===== src/source/revo_pkg.sv =====
package revo_pkg;

	// word and lane geometry
	localparam int BITS_PER_WORD = 8;
	localparam int N_LANES = 2;
	localparam int CLOCK_LANE = 0;
	localparam int REVO_LANE = 1;

	// scaled-down revolution, real ring is much longer
	localparam int WORDS_PER_REVO = 16;

	localparam int BIT_CNT_W = $clog2(BITS_PER_WORD);
	localparam int WORD_CNT_W = $clog2(WORDS_PER_REVO);

	// fixed clock lane pattern, one at the msb
	localparam logic [BITS_PER_WORD-1:0] CLOCK_WORD = 8'b1010_1010;

	// marker bit for phase 0, shifted right by the phase
	localparam logic [BITS_PER_WORD-1:0] MARKER_MSB = 8'b1000_0000;

	// reset release points, counted from rst_n going high
	localparam int CORE_RESET_CYCLES = 16;
	localparam int GEN_RESET_CYCLES = 64;

	// sequencer counter
	localparam int SEQ_CNT_W = 8;
	localparam int HEARTBEAT_BIT = 5;

	// one word per lane
	// first member sits in the upper bits, so clock_word ends up in lane 0's slot
	typedef struct packed {
		logic [BITS_PER_WORD-1:0] revo_word;
		logic [BITS_PER_WORD-1:0] clock_word;
	} lane_words_t;

	// per-lane load indication, bit i is lane i
	typedef struct packed {
		logic [N_LANES-1:0] loaded;
	} lane_status_t;

	typedef enum logic [1:0] {
		IDLE,
		ALIGN,
		RUN
	} gen_state_t;

endpackage


===== src/source/reset_sequencer.sv =====
`timescale 1ns/1ps

module reset_sequencer (
	input  logic clock50,
	input  logic rst_n,
	output logic core_rst_n,
	output logic gen_rst_n,
	output logic heartbeat
);

	logic [revo_pkg::SEQ_CNT_W-1:0] count;

	// free-running, so the releases below must be sticky
	always_ff @(posedge clock50) begin
		if (!rst_n) begin
			count <= '0;
			core_rst_n <= 1'b0;
			gen_rst_n <= 1'b0;
		end else begin
			count <= count + 1'b1;
			// lanes and output stage come out first
			if (count == revo_pkg::SEQ_CNT_W'(revo_pkg::CORE_RESET_CYCLES - 1)) begin
				core_rst_n <= 1'b1;
			end
			// generator only after the lanes are ready
			if (count == revo_pkg::SEQ_CNT_W'(revo_pkg::GEN_RESET_CYCLES - 1)) begin
				gen_rst_n <= 1'b1;
			end
		end
	end

	// slow blink for the board
	assign heartbeat = count[revo_pkg::HEARTBEAT_BIT];

endmodule


===== src/source/revo_word_gen.sv =====
`timescale 1ns/1ps

module revo_word_gen (
	input  logic clock50,
	input  logic gen_rst_n,
	input  logic run,
	input  logic [revo_pkg::BIT_CNT_W-1:0] marker_phase,
	output revo_pkg::lane_words_t lane_words,
	output logic word_load,
	output logic marker_word
);

	revo_pkg::gen_state_t state;
	logic [revo_pkg::BIT_CNT_W-1:0] bit_cnt;
	logic [revo_pkg::WORD_CNT_W-1:0] word_cnt;
	logic load_next;
	logic first_word;

	// next cycle carries a load strobe
	// either leaving ALIGN or at the last bit of a running word
	assign load_next = (state == revo_pkg::ALIGN) ||
		((state == revo_pkg::RUN) &&
		(bit_cnt == revo_pkg::BIT_CNT_W'(revo_pkg::BITS_PER_WORD - 1)));

	// word_cnt is the index of the word about to be loaded
	assign first_word = (word_cnt == '0);

	always_ff @(posedge clock50) begin
		if (!gen_rst_n || !run) begin
			// dropping run also restarts the revolution at word 0
			state <= revo_pkg::IDLE;
			bit_cnt <= '0;
			word_cnt <= '0;
			word_load <= 1'b0;
			marker_word <= 1'b0;
		end else begin
			case (state)
				revo_pkg::IDLE: begin
					state <= revo_pkg::ALIGN;
				end
				revo_pkg::ALIGN: begin
					state <= revo_pkg::RUN;
				end
				default: begin
					state <= revo_pkg::RUN;
				end
			endcase

			// bit position only advances while running
			if (state == revo_pkg::RUN) begin
				bit_cnt <= bit_cnt + 1'b1;
			end else begin
				bit_cnt <= '0;
			end

			word_load <= load_next;
			if (load_next) begin
				marker_word <= first_word;
				if (word_cnt == revo_pkg::WORD_CNT_W'(revo_pkg::WORDS_PER_REVO - 1)) begin
					word_cnt <= '0;
				end else begin
					word_cnt <= word_cnt + 1'b1;
				end
			end
		end
	end

	// lane payload, built alongside the strobe
	// phase is sampled here, at the word 0 load
	always_ff @(posedge clock50) begin
		if (load_next) begin
			lane_words.clock_word <= revo_pkg::CLOCK_WORD;
			if (first_word) begin
				lane_words.revo_word <= revo_pkg::MARKER_MSB >> marker_phase;
			end else begin
				lane_words.revo_word <= '0;
			end
		end
	end

endmodule


===== src/source/lane_serializer.sv =====
`timescale 1ns/1ps

module lane_serializer (
	input  logic clock50,
	input  logic core_rst_n,
	input  logic word_load,
	input  logic [revo_pkg::BITS_PER_WORD-1:0] word,
	output logic bit_out,
	output logic loaded
);

	logic [revo_pkg::BITS_PER_WORD-1:0] shreg;

	// msb first, zeros shifted in behind the word
	always_ff @(posedge clock50) begin
		if (!core_rst_n) begin
			shreg <= '0;
		end else if (word_load) begin
			shreg <= word;
		end else begin
			shreg <= {shreg[revo_pkg::BITS_PER_WORD-2:0], 1'b0};
		end
	end

	// stands in for the serializer lock
	// goes high at the first word and stays there
	always_ff @(posedge clock50) begin
		if (!core_rst_n) begin
			loaded <= 1'b0;
		end else if (word_load) begin
			loaded <= 1'b1;
		end
	end

	// bit 7 shows up the cycle after the load
	assign bit_out = shreg[revo_pkg::BITS_PER_WORD-1];

endmodule


===== src/source/output_stage.sv =====
`timescale 1ns/1ps

module output_stage (
	input  logic clock50,
	input  logic core_rst_n,
	input  logic [revo_pkg::N_LANES-1:0] lane_bits,
	input  revo_pkg::lane_status_t lane_status,
	input  logic word_load,
	input  logic marker_word,
	input  logic heartbeat,
	input  logic gen_rst_n,
	output logic clk_out,
	output logic trg_out,
	output logic word_sync,
	output logic revo,
	output logic [7:0] led
);

	logic load_d;
	logic [revo_pkg::BIT_CNT_W-1:0] revo_cnt;
	logic heartbeat_q;
	logic gen_rst_q;
	logic core_rst_q;
	logic [revo_pkg::N_LANES-1:0] loaded_q;

	always_ff @(posedge clock50) begin
		if (!core_rst_n) begin
			clk_out <= 1'b0;
			trg_out <= 1'b0;
			load_d <= 1'b0;
			word_sync <= 1'b0;
			revo <= 1'b0;
			revo_cnt <= '0;
		end else begin
			clk_out <= lane_bits[revo_pkg::CLOCK_LANE];
			trg_out <= lane_bits[revo_pkg::REVO_LANE];
			// two stages line up with bit 7 on the outputs
			load_d <= word_load;
			word_sync <= load_d;
			// marker_word is still valid one cycle after the load
			if (load_d) begin
				revo <= marker_word;
				revo_cnt <= revo_pkg::BIT_CNT_W'(revo_pkg::BITS_PER_WORD - 1);
			end else if (revo_cnt != '0) begin
				revo_cnt <= revo_cnt - 1'b1;
			end else begin
				revo <= 1'b0;
			end
		end
	end

	// status snapshot for the leds
	always_ff @(posedge clock50) begin
		heartbeat_q <= heartbeat;
		gen_rst_q <= ~gen_rst_n;
		core_rst_q <= ~core_rst_n;
		loaded_q <= lane_status.loaded;
	end

	assign led = {
		loaded_q[revo_pkg::REVO_LANE],
		loaded_q[revo_pkg::CLOCK_LANE],
		1'b0,
		revo,
		1'b0,
		core_rst_q,
		gen_rst_q,
		heartbeat_q
	};

endmodule


===== src/source/revo_timing_top.sv =====
`timescale 1ns/1ps

module revo_timing_top (
	input  logic clock50,
	input  logic rst_n,
	input  logic run,
	input  logic [revo_pkg::BIT_CNT_W-1:0] marker_phase,
	output logic clk_out,
	output logic trg_out,
	output logic word_sync,
	output logic revo,
	output logic [7:0] led
);

	localparam int LANE_BUS_W = revo_pkg::N_LANES * revo_pkg::BITS_PER_WORD;

	logic core_rst_n;
	logic gen_rst_n;
	logic heartbeat;
	revo_pkg::lane_words_t lane_words;
	logic word_load;
	logic marker_word;
	logic [LANE_BUS_W-1:0] lane_words_flat;
	logic [revo_pkg::N_LANES-1:0] lane_bits;
	logic [revo_pkg::N_LANES-1:0] lane_loaded;
	revo_pkg::lane_status_t lane_status;

	reset_sequencer u_rst_seq (
		.clock50    (clock50),
		.rst_n      (rst_n),
		.core_rst_n (core_rst_n),
		.gen_rst_n  (gen_rst_n),
		.heartbeat  (heartbeat)
	);

	revo_word_gen u_word_gen (
		.clock50      (clock50),
		.gen_rst_n    (gen_rst_n),
		.run          (run),
		.marker_phase (marker_phase),
		.lane_words   (lane_words),
		.word_load    (word_load),
		.marker_word  (marker_word)
	);

	// lane i takes slice i of the word struct
	assign lane_words_flat = lane_words;

	for (genvar i = 0; i < revo_pkg::N_LANES; i++) begin : g_lane
		lane_serializer u_lane (
			.clock50    (clock50),
			.core_rst_n (core_rst_n),
			.word_load  (word_load),
			.word       (lane_words_flat[i*revo_pkg::BITS_PER_WORD +: revo_pkg::BITS_PER_WORD]),
			.bit_out    (lane_bits[i]),
			.loaded     (lane_loaded[i])
		);
	end

	assign lane_status.loaded = lane_loaded;

	output_stage u_out (
		.clock50     (clock50),
		.core_rst_n  (core_rst_n),
		.lane_bits   (lane_bits),
		.lane_status (lane_status),
		.word_load   (word_load),
		.marker_word (marker_word),
		.heartbeat   (heartbeat),
		.gen_rst_n   (gen_rst_n),
		.clk_out     (clk_out),
		.trg_out     (trg_out),
		.word_sync   (word_sync),
		.revo        (revo),
		.led         (led)
	);

endmodule


===== config.mk =====
export PLATFORM = sky130hd
export DESIGN_NAME = revo_timing_top
export DESIGN_NICKNAME = d
export VERILOG_FILES = /design/src/source/revo_pkg.sv /design/src/source/reset_sequencer.sv /design/src/source/revo_word_gen.sv /design/src/source/lane_serializer.sv /design/src/source/output_stage.sv /design/src/source/revo_timing_top.sv
export SDC_FILE = /design/constraint.sdc
export NUM_CORES = 1
export LEC_CHECK = 0
export BUFFER_PORTS_ARGS = -buffer_cell sky130_fd_sc_hd__buf_2
export CORE_MARGIN = 5
export CORE_UTILIZATION = 55
export DETAILED_ROUTE_END_ITERATION = 8
export PLACE_DENSITY = 0.73
export SLEW_MARGIN = 20
export SYNTH_ARGS = -nofsm -noshare
export SYNTH_HDL_FRONTEND = slang
export SYNTH_HIERARCHICAL = 1
export SYNTH_SLANG_ARGS = --single-unit

===== constraint.sdc =====
create_clock -name clock50 -period 2.5 [get_ports clock50]
set_clock_uncertainty 0.2 [all_clocks]
set_input_delay 0.375 -clock clock50 [delete_from_list [all_inputs] [get_ports clock50]]
set_output_delay 0.375 -clock clock50 [all_outputs]
set_load 0.03 [all_outputs]

; ---- Yosys cells after proc, flatten, opt, wreduce, memory -nomap -nowiden
; Cells that the tools add are included.
[word_totals]
reg_bits = 57
in_bits = 6
out_inout_bits = 12
[classes]
add_sub_neg = 4
n_eq_ne = 7
shifts = 1
muxes = 8
bitwise_logic = 3
reduce_logical = 12
[op_table]
columns = op, n
row1 = 8-bit 2-to-1 mux, 2
row2 = "8-bit by 1-bit adder with 8-bit output, second input constant", 1
row3 = "8-bit by 4-bit == test with 1-bit output, second input constant", 1
row4 = "8-bit by 6-bit == test with 1-bit output, second input constant", 1
row5 = "8-bit by 3-bit right shift with 8-bit output, first input constant", 1
row6 = 3-bit 2-to-1 mux, 2
row7 = "4-bit by 1-bit adder with 4-bit output, second input constant", 1
row8 = "4-bit == test, second input constant", 1
row9 = 4-bit logical NOT, 1
row10 = 4-bit 2-to-1 mux, 1
row11 = 2-bit OR reduction, 2
row12 = "3-bit by 1-bit adder with 3-bit output, second input constant", 1
row13 = "3-bit == test, second input constant", 1
row14 = 1-bit inverter, 3
row15 = 3-bit nonzero test, 1
row16 = "3-bit by 1-bit subtractor with 3-bit output, second input constant", 1
row17 = "2-bit by 1-bit == test with 1-bit output, second input constant", 1
row18 = "2-bit == test, second input constant", 1
row19 = 1-bit logical NOT, 2
row20 = 2-bit logical NOT, 1
row21 = 1-bit logical OR, 2
row22 = 1-bit 2-to-1 mux, 2
row23 = 2-bit 2-to-1 mux, 1
row24 = "2-bit by 1-bit inequality test with 1-bit output, second input constant", 1
row25 = other kinds (3), 3

; ---- Depth between registers and ports, before layout
; Gate-level depths: netlist (run 1).
[logic_depth]
depth_word = 3
depth_mapped = 7
ltp_nobuf = 6

; ---- Cells and area by module
; Netlist (run 1), hierarchy kept.
[by_module_without_submodules]
columns = mod, instances, cells_each, area_per_inst_um2, seq_area_each_um2
row1 = revo_word_gen, 1, 80, 827.0, 460.4
row2 = lane_serializer, 2, 26, 320.3, 180.2
row3 = output_stage, 1, 42, 456.7, 260.2
row4 = reset_sequencer, 1, 39, 392.9, 200.2

; ---- Worst setup path after synthesis (run 1)
; Ideal clock, no wire load.
[synth_timing]
kind = reg2reg
startpoint = reg u_word_gen/bit_cnt[0] (netlist bit)
endpoint = reg u_word_gen.marker_word
setup_time_ns = 0.123
t_arrival_ns = 1.443
path_slack_ns = 0.734
stages_incl_launch_ff = 8
path_buffers = 1
synth_period_minus_slack_ns = 1.766
path_cell_list = dfxtp_1 > ha_1 > ha_1 > and3b_2 > or2_1 > buf_2 > mux2i_1 > nor2_1
[synth_between]
elab_chain_len = 3
[synth_rtl]
columns = element, line_no
row1 = from (decl), revo_word_gen.sv:14  ; logic [revo_pkg::BIT_CNT_W-1:0] bit_cnt;
row2 = from (signal assigned), revo_word_gen.sv:51  ; bit_cnt <= bit_cnt + 1'b1;
row3 = 3-bit == test, revo_word_gen.sv:23  ; (bit_cnt == revo_pkg::BIT_CNT_W'(revo_pkg::BITS_PER_WORD - 1)));
row4 = 1-bit logical AND, revo_word_gen.sv:22  ; ((state == revo_pkg::RUN) &&
row5 = 1-bit logical OR, revo_word_gen.sv:21  ; assign load_next = (state == revo_pkg::ALIGN) ||
row6 = named net u_word_gen.load_next, revo_word_gen.sv:16  ; logic load_next;
row7 = to (signal assigned), revo_word_gen.sv:58  ; marker_word <= first_word;
row8 = to (decl), revo_word_gen.sv:10  ; output logic marker_word
; The timed path passes the listed nets, and every way through them passes these cells.
; A chain may end at the register's enable or synchronous reset.

; ---- Final worst setup path (run 1)
[layout_timing]
startpoint = reg u_word_gen/bit_cnt[0] (netlist bit)
endpoint = reg u_word_gen.marker_word
[layout_between]
elab_chain_len = 3
[layout_rtl]
columns = element, line_no
row1 = 3-bit == test, revo_word_gen.sv:23
row2 = 1-bit logical AND, revo_word_gen.sv:22
row3 = 1-bit logical OR, revo_word_gen.sv:21
; Every way passes these cells.

==> results.sh, run 1 <==
export IMPL_outcome="finished, final reports clean"
export IMPL_setup_viol=0
export IMPL_async_flop_share=0
export IMPL_synth_warnings=6
export IMPL_dieArea_mm2=0.00561
export IMPL_numCtsBuffers=9
export IMPL_cts_hold_fix_buffers=0
export IMPL_grt_setup_unrepaired="false"
export IMPL_synth_area_leader_cell="dfxtp_1"
export IMPL_slew_headroom=0.571
export IMPL_cts_max_level=3
export IMPL_grt_start_max_net_pins=25
export IMPL_post_drt_wl_per_cell_um=11.4
export IMPL_die_y_um=74.9
export IMPL_drive_gt1_frac=0.166
export IMPL_clk_latency_ns=0.32
export IMPL_antenna_left=0
export IMPL_hold_slack_ns=0.151
export IMPL_hold_viol=0
export IMPL_max_freq_mhz=522
export IMPL_rows=23
export IMPL_drt_iter0_drc=88
export IMPL_pin_count=18
export IMPL_start_util=0.575
export IMPL_grt_pass1_wl_um=5750
export IMPL_antenna_cells=0
export IMPL_synth_area_per_cell_um2=10.9
export IMPL_final_common_cell="dfxtp_1"
export IMPL_grt_usage=0.139
export IMPL_critical_path_required_ns=2.50
export IMPL_antenna_found_initial=0
export IMPL_die_w_um=74.9
export IMPL_crit_arrival_ns=1.92
export IMPL_gp_congestion=0.754
export IMPL_area_growth_pct=11.6
export IMPL_min_path_type="reg -> reg"
export IMPL_clk_pin_slew_ns=0.06
export IMPL_hpwl_um=2190
export IMPL_vias_per_cell=4.88
export IMPL_synth_area_leaders="dfxtp_1 45%, edfxtp_1 10%, mux2i_1 6.9%"
export IMPL_final_nets=243
export IMPL_final_cell_mix="52 x dfxtp_1, 16 x mux2i_1, 16 x nor2b_1, 16 x nor2_1, 15 x buf_2"
export IMPL_io_buffers=15
export IMPL_post_cts_resized=0
export IMPL_synth_edff_count=8
export IMPL_fin_tns_setup_ns=0
export IMPL_slew_violations=0
export IMPL_p_leak_nw=0.983
export IMPL_worst_pin_slew_ns=0.642
export IMPL_wirelength_um=3260
export IMPL_maxCapViolCount=0
export IMPL_ys_seq_area_frac=0.553
export IMPL_grt_ovfl_total=0
export IMPL_synth_distinct_cells=38
export IMPL_ir_drop_v=0.000491
export IMPL_grt_pass1_vias=1400
export IMPL_crit_fanout=12
export IMPL_critPathKind="reg -> reg"
export IMPL_cts_tree="done"
export IMPL_ys_ff_latch=60
export IMPL_synth_top_area_share=0.449
export IMPL_clock_sinks=60
export IMPL_core_area_mm2=0.00403
export IMPL_period_minus_slack_ns=1.92
export IMPL_fin_crit_sh=0.766
export IMPL_cts_buffer_depth=2
export IMPL_end_kind="flop"
export IMPL_vias=1390
export IMPL_synthesis_area_mm2=0.00232
export IMPL_p_per_area_mw_per_mm2=776
export IMPL_post_cts_buffers=0
export IMPL_dr_pass1_iters=6
export IMPL_critical_path_startpoint_type="flop"
export IMPL_drc=0
export IMPL_root_buffer="clkbuf_8"
export IMPL_synth_ff_type="dfxtp_1"
export IMPL_synth_cells=213
-- synthesized netlist by cell type (3+ instances only) --
cell type and n:
dfxtp_1 52, mux2i_1 16, nor2_1 16, nor2b_1 16, buf_4 14, and2_1 8, edfxtp_1 8, inv_1 8
a21oi_1 7, ha_1 7, nand2_1 6, nor3_1 5, o21ai_0 5, and3_2 4, o21a_1 4, conb_1 3
nand2b_1 3, nand3_1 3, or3_1 3, xnor2_1 3
-- registers in the layout, indices dropped and copies added, names as in the netlist, 3 cells and up --
signal / flops
g_lane.u_lane/shreg: 16
u_rst_seq/count: 8
u_word_gen/lane_words: 8
u_word_gen/word_cnt: 4
u_out/revo_cnt: 3
u_word_gen/bit_cnt: 3
-- per-stage QoR --
step | worst slack (ns) | utilization | power (mW) | instance area (um2) | std cells
floorplan | 0.734 | - | 1.03 | 2340 | 220
global placement | 0.636 | 0.585 | 1.03 | 2360 | 269
detailed placement | 0.599 | 0.585 | 1.03 | 2360 | 269
CTS | 0.584 | 0.642 | 2.03 | 2590 | 285
global route | 0.489 | 0.642 | 2.09 | 2590 | 285
finish | 0.584 | 0.642 | 2.01 | 2590 | 285
-- per-layer routing --
| layer | vias up | GRT usage | share of wire | routed length (um) |
|---|---|---|---|---|
| met5 | - | 0 | 0 | 0 |
| met4 | 0 | 0.0949 | 0.0074 | 24 |
| li1 | 723 | - | - | - |
| met3 | 2 | 0.0481 | 0.058 | 188 |
| met1 | 639 | 0.163 | 0.47 | 1550 |
| met2 | 26 | 0.214 | 0.46 | 1500 |
-- critical path, stage by stage (launching register included) --
cell and delay [ns]:
dfxtp_1 0.31, ha_1 0.19, ha_1 0.17, and3b_2 0.22, or2_1 0.43, mux2i_1 0.23
nor2_1 0.05
-- kinds of logic (layout without fill, tap and decap cells) --
kind of cell               Yosys count  in the layout  share of synthesized area
AOI/OAI and AO/OA                   22             22                     0.0589
xor gates and xnor gates             5              5                     0.0189
adders and majority gates            7              7                     0.0378
buffers and inverters               25             40                     0.0702
DFF                                 60             60                      0.553
muxes                               16             16                     0.0691
other                                3             10                    0.00486
and+or+nand+nor                     75             75                      0.187
-- report_power, final --
part / switching [mW] / internal [mW] / leakage, nW
Combinational: 0.0167 / 0.0103 / 0.375
Sequential: 0.00381 / 0.980 / 0.493
Clock: 0.342 / 0.654 / 0.115
-- path summary, 6_finish.rpt --
kind | startpoint | end | slack (ns) | cells past startpoint
max | u_word_gen/bit_cnt[0] | u_word_gen/marker_word | 0.58 | 6
min | g_lane[0].u_lane/loaded | u_out/loaded_q[0] | 0.15 | 0
max reg2reg | u_word_gen/bit_cnt[0] | u_word_gen/marker_word | 0.58 | 6
min reg2reg | g_lane[0].u_lane/loaded | u_out/loaded_q[0] | 0.15 | 0
-- cell type report --
cell class,count,area [um2]
repair buffers,16,82.6
flip-flops and latches,60,1280
multi-input cells,135,900
inverters,8,30.0
fillers,342,1440
clock inverters,6,103
clock buffers,10,128
well taps,50,62.6
(Power assumes the default switching activity.)
==> run 2: changes to the inputs <==
- clock period: 2.5 -> 1.9 ns (I/O delays scaled with it)
==> results.sh, run 2 (same netlist as run 1, synthesis figures left out) <==
export IMPL_grt_met1_usage=0.171
export IMPL_final_nets=246
export IMPL_busiest_layer="met2"
export IMPL_setup_viol=0
export IMPL_period_minus_slack_ns=1.80
export IMPL_gp_congestion=0.761
export IMPL_post_drt_wl_per_cell_um=11.3
export IMPL_dieArea_mm2=0.00561
export IMPL_p_leak_nw=0.990
export IMPL_critPathKind="reg -> reg"
export IMPL_drc=0
export IMPL_clock_sinks=60
export IMPL_p_total_mw=2.52
export IMPL_max_freq_mhz=555
export IMPL_cts_tree="done"
export IMPL_cts_max_level=3
export IMPL_grt_setup_unrepaired="false"
export IMPL_hpwl_um=2220
export IMPL_grt_pass1_vias=1376
export IMPL_area_growth_pct=11.6
export IMPL_slew_violations=0
export IMPL_clk_latency_ns=0.33
export IMPL_numCtsBuffers=9
export IMPL_start_util=0.575
export IMPL_io_buffers=15
export IMPL_die_w_um=74.9
export IMPL_final_cell_mix="52 x dfxtp_1, 16 x mux2i_1, 16 x nor2b_1, 16 x nor2_1, 15 x buf_2"
export IMPL_drive_gt1_frac=0.181
export IMPL_hold_slack_ns=0.0568
export IMPL_cts_buffer_depth=2
export IMPL_top_regs="g_lane.u_lane/shreg (16), u_rst_seq/count (8), u_word_gen/lane_words (8)"
export IMPL_grt_pass1_wl_um=5940
export IMPL_cpPeakStageDelay_ns=0.40
export IMPL_cts_hold_fix_buffers=0
export IMPL_final_common_cell="dfxtp_1"
export IMPL_grt_start_max_net_pins=21
export IMPL_critical_path_required_ns=1.96
export IMPL_largest_reg_flops=16
export IMPL_crit_fanout=4
export IMPL_design_area_mm2=0.00259
export IMPL_wirelength_um=3250
export IMPL_p_per_area_mw_per_mm2=974
export IMPL_dr_pass1_iters=4
export IMPL_min_path_type="in -> reg"
export IMPL_rows=23
export IMPL_end_kind="flop"
export IMPL_critical_path_startpoint_type="flop"
export IMPL_antenna_found_initial=0
export IMPL_antenna_cells=0
export IMPL_pin_count=18
export IMPL_vias_per_cell=4.86
export IMPL_fin_tns_setup_ns=0
export IMPL_antenna_left=0
export IMPL_vias=1399
export IMPL_top_register="g_lane.u_lane/shreg"
export IMPL_grt_usage=0.143
export IMPL_cpMostUsedCell="ha_1"
export IMPL_drt_iter0_drc=112
export IMPL_fin_crit_sh=0.949
export IMPL_crit_arrival_ns=1.86
export IMPL_slowest_stage="or4_1"
export IMPL_outcome="finished, final reports clean"
export IMPL_die_y_um=74.9
export IMPL_grt_ovfl_total=0
export IMPL_placed_area_mm2=0.00238
export IMPL_met2_usage=0.222
export IMPL_root_buffer="clkbuf_8"
export IMPL_maxCapViolCount=0
export IMPL_grt_use_met3=0.0427
export IMPL_ir_drop_v=0.000817
export IMPL_hold_viol=0
export IMPL_core_area_mm2=0.00403
export IMPL_crit_chain="ha_1, ha_1, and3b_2, buf_4, o21ai_2, or4_1, a21oi_1"
export IMPL_clk_pin_slew_ns=0.07
## run 2: changes by cell type in the layout (fill, tap and decap cells not counted)
cell       previous run  this run
bufinv_16             3         2
or2_1                 1         0
buf_4                 1         4
or2_4                 0         1
clkinv_2              1         2
clkinv_1              2         3
clkbuf_1              1         0
## run 2: critical path, delay by kind of cell, from the launching register on
kind            cells  cell delay [ns]
simple gates        2             0.58
flops               1             0.34
fa+ha+maj           2             0.30
compound gates      2             0.20
buf+inv             1             0.12
## run 2: what timing repair did
item / 4_1_cts / 5_1_grt
setup endpoints to repair: 0 / 3
hold endpoints to repair: 0 / 0
resized for setup: 0 / 2
setup buffers: 0 / 0
## run 2: routing by layer
layer / routed length, um / part of all wire
met5: 0 / 0
met4: 96 / 0.030
met3: 171 / 0.053
met2: 1480 / 0.46
met1: 1500 / 0.46
## run 2: power breakdown
group,leakage (nW),switching [mW],total (mW),internal (mW)
Clock,0.105,0.469,1.19,0.720
Sequential,0.493,0.00559,1.29,1.29
Combinational,0.391,0.0221,0.0357,0.0136
Total,0.990,0.497,2.52,2.02
## run 2: worst paths after layout
| path | start | endpoint | slack, ns | cells past startpoint |
|---|---|---|---|---|
| min reg2reg | g_lane[0].u_lane/loaded | u_out/loaded_q[0] | 0.15 | 0 |
| min | rst_n | u_rst_seq/gen_rst_n | 0.06 | 2 |
| max | u_word_gen/bit_cnt[0] | u_word_gen/word_cnt[3] | 0.1 | 7 |
| max reg2reg | u_word_gen/bit_cnt[0] | u_word_gen/word_cnt[3] | 0.1 | 7 |
## run 2: through the flow
stage / setup slack (ns) / utilization / instances
floorplan: 0.134 / - / 220
global placement: 0.0688 / 0.590 / 272
detailed placement: 0.0416 / 0.590 / 272
CTS: 0.000405 / 0.641 / 288
global route: 0.00113 / 0.642 / 288
finish: 0.0977 / 0.642 / 288
## run 2: final cells by class
type | instances | area [um2]
tap | 50 | 62.6
timing repair buffer | 19 | 105
clock buffer | 9 | 124
inverter | 8 | 30.0
clock inverter | 7 | 81.3
multi-input combinational | 135 | 902
fill | 354 | 1440
sequential | 60 | 1280
==> run 3: changes to the inputs <==
- ABC_AREA: unset -> 1
==> results.sh, run 3 <==
export IMPL_fill_cells=377
export IMPL_rows=24
export IMPL_rrSetupSlack_ns=0.42
export IMPL_core_area_mm2=0.00438
export IMPL_root_buffer="clkbuf_8"
export IMPL_drt_iter0_drc=58
export IMPL_finalWorstSetupSlack_ns=0.422
export IMPL_die_w_um=77.3
export IMPL_synth_cells=311
export IMPL_post_place_ws_ns=0.429
export IMPL_period_minus_slack_ns=1.48
export IMPL_numCtsBuffers=9
export IMPL_post_drt_wl_per_cell_um=8.91
export IMPL_grt_pass1_wl_um=6020
export IMPL_ir_drop_v=0.000564
export IMPL_grt_pass1_vias=1496
export IMPL_max_freq_mhz=676
export IMPL_clock_sinks=60
export IMPL_min_from="rst_n"
export IMPL_synth_area_leader_cell="dfxtp_1"
export IMPL_cts_buffer_depth=2
export IMPL_synth_area_per_cell_um2=8.00
export IMPL_async_flop_share=0
export IMPL_grt_start_max_net_pins=34
export IMPL_outcome="finished, final reports clean"
export IMPL_hpwl_um=2340
export IMPL_grt_usage=0.129
export IMPL_design_area_mm2=0.00270
export IMPL_clk_pin_slew_ns=0.06
export IMPL_critical_path_startpoint_type="flop"
export IMPL_antenna_left=0
export IMPL_synth_ff_type="dfxtp_1"
export IMPL_fin_crit_sh=0.778
export IMPL_placed_area_mm2=0.00250
export IMPL_dieArea_mm2=0.00597
export IMPL_synth_edff_count=8
export IMPL_synthesis_area_mm2=0.00249
export IMPL_largest_reg_flops=16
export IMPL_wirelength_um=3400
export IMPL_vias_per_cell=4.50
export IMPL_crit_arrival_ns=1.50
export IMPL_drive_gt1_frac=0.164
export IMPL_setup_viol=0
export IMPL_vias=1719
export IMPL_netlist_top_cells_count="65 x nand2_1, 59 x nor2_1, 52 x dfxtp_1, 42 x inv_1, 14 x buf_4"
export IMPL_path_delay_family="simple AND/OR/NAND/NOR gates"
export IMPL_post_synth_top_count_cell="nand2_1"
export IMPL_antenna_cells=0
export IMPL_final_cell_mix="65 x nand2_1, 59 x nor2_1, 52 x dfxtp_1"
export IMPL_fin_tns_setup_ns=0
export IMPL_final_nets=338
export IMPL_min_path_type="in -> reg"
export IMPL_reg2reg_depth=7
export IMPL_fin_util=0.617
export IMPL_clk_latency_ns=0.33
export IMPL_top_regs="g_lane.u_lane/shreg (16), u_rst_seq/count (8), u_word_gen/lane_words (8)"
export IMPL_synth_warnings=6
export IMPL_synth_area_leaders="dfxtp_1 42%, nand2_1 9.8%, edfxtp_1 9.7%"
export IMPL_end_kind="flop"
export IMPL_cts_tree="done"
export IMPL_p_leak_nw=1.16
export IMPL_critPathKind="reg -> reg"
export IMPL_cpMostUsedCell="ha_1"
export IMPL_post_cts_buffers=0
export IMPL_io_buffers=15
export IMPL_critical_path_required_ns=1.92
export IMPL_pin_count=18
export IMPL_cts_max_level=3
export IMPL_slew_violations=0
export IMPL_grt_ovfl_total=0
export IMPL_final_common_cell="nand2_1"
export IMPL_timing_critical_path_buf_inv=0
export IMPL_cts_hold_fix_buffers=0
export IMPL_holdPathStages=3
export IMPL_maxCapViolCount=0
export IMPL_synth_top_area_share=0.419
export IMPL_drc=0
export IMPL_cpPeakStageDelay_ns=0.33
export IMPL_crit_chain="ha_1, ha_1, nand3_2, nand2_4, nand2_2, nor2_1, nor2_2"
export IMPL_start_util=0.567
export IMPL_grt_setup_unrepaired="false"
export IMPL_crit_fanout=16
export IMPL_r2r_end="u_word_gen/word_cnt[2]"
export IMPL_ys_seq_area_frac=0.515
export IMPL_dr_pass1_iters=4
export IMPL_hold_end="u_rst_seq/count[1]"
export IMPL_post_cts_resized=0
export IMPL_area_growth_pct=8.70
export IMPL_p_per_area_mw_per_mm2=932
export IMPL_synth_distinct_cells=24
export IMPL_ys_ff_latch=60
export IMPL_dp_cells=366
export IMPL_antenna_found_initial=0
export IMPL_top_register="g_lane.u_lane/shreg"
export IMPL_hold_viol=0
export IMPL_slowest_stage="dfxtp_1"
export IMPL_fin_cells=382
export IMPL_die_y_um=77.3
export IMPL_reg2reg_from="u_word_gen/bit_cnt[0]"
export IMPL_gp_congestion=0.782
run 3: cell count changes in the layout (fill, tap and decap cells not counted), moves of 8 or more:
cell / before / now
and2_1: 8 / 0
mux2i_1: 16 / 0
nand2_1: 6 / 65
nor2b_1: 16 / 0
nor2_1: 16 / 59
inv_1: 8 / 42
nand2_2: 0 / 8
run 3: worst max-delay path by stage:
stage	endpoint	from	depth (start not counted)	slack (ns)
after floorplan	u_word_gen/word_cnt[2]	u_word_gen/bit_cnt[0]	8	0.51
after global placement	u_word_gen/word_cnt[2]	u_word_gen/bit_cnt[0]	8	0.47
after detailed placement	u_word_gen/word_cnt[2]	u_word_gen/bit_cnt[0]	7	0.43
after CTS	u_word_gen/word_cnt[2]	u_word_gen/bit_cnt[0]	7	0.42
after global routing	u_word_gen/marker_word	u_word_gen/bit_cnt[0]	6	0.28
final	u_word_gen/word_cnt[2]	u_word_gen/bit_cnt[0]	7	0.42
run 3: per-layer routing:
layer	routed length (um)	GRT usage	vias to the layer above
li1	-	-	940
met1	1600	0.144	747
met2	1540	0.194	24
met3	198	0.0738	8
met4	56	0.0670	0
met5	0	0	-
run 3: logic make-up (layout without fill, tap and decap cells):
logic type	count (synthesis)	after routing	synth area share
compound gates	13	13	0.0292
fa+ha+maj	7	7	0.0352
buf+inv	68	80	0.142
flops	60	60	0.515
other cells	3	10	0.00453
simple gates	160	160	0.274
run 3: final cells by class:
| type | instances | area, um2 | share of cell area |
|---|---|---|---|
| Multi-Input combinational cell | 190 | 880 | 0.325 |
| Tap cell | 52 | 65.1 | 0.0241 |
| Timing Repair Buffer | 17 | 90.1 | 0.0333 |
| Clock buffer | 10 | 128 | 0.0472 |
| Clock inverter | 6 | 78.8 | 0.0292 |
| Inverter | 47 | 181 | 0.0671 |
| Sequential cell | 60 | 1280 | 0.474 |
run 3: report_power, final:
part           switching [mW]  internal, mW
logic                  0.0275        0.0136
clock network           0.457         0.727
registers             0.00497          1.29
total                   0.490          2.03
run 3: tightest hold or removal path: stages:
cell,delay (ns)
buf_2,0.14
nand2_1,0.06
inv_1,0.04
run 3: through the flow:
stage | power, mW | hold slack [ns]
floorplan | 1.36 | 0.131
global placement | 1.36 | 0.136
detailed placement | 1.36 | 0.142
CTS | 2.56 | 0.00567
global route | 2.64 | 0.0225
finish | 2.52 | 0.0284
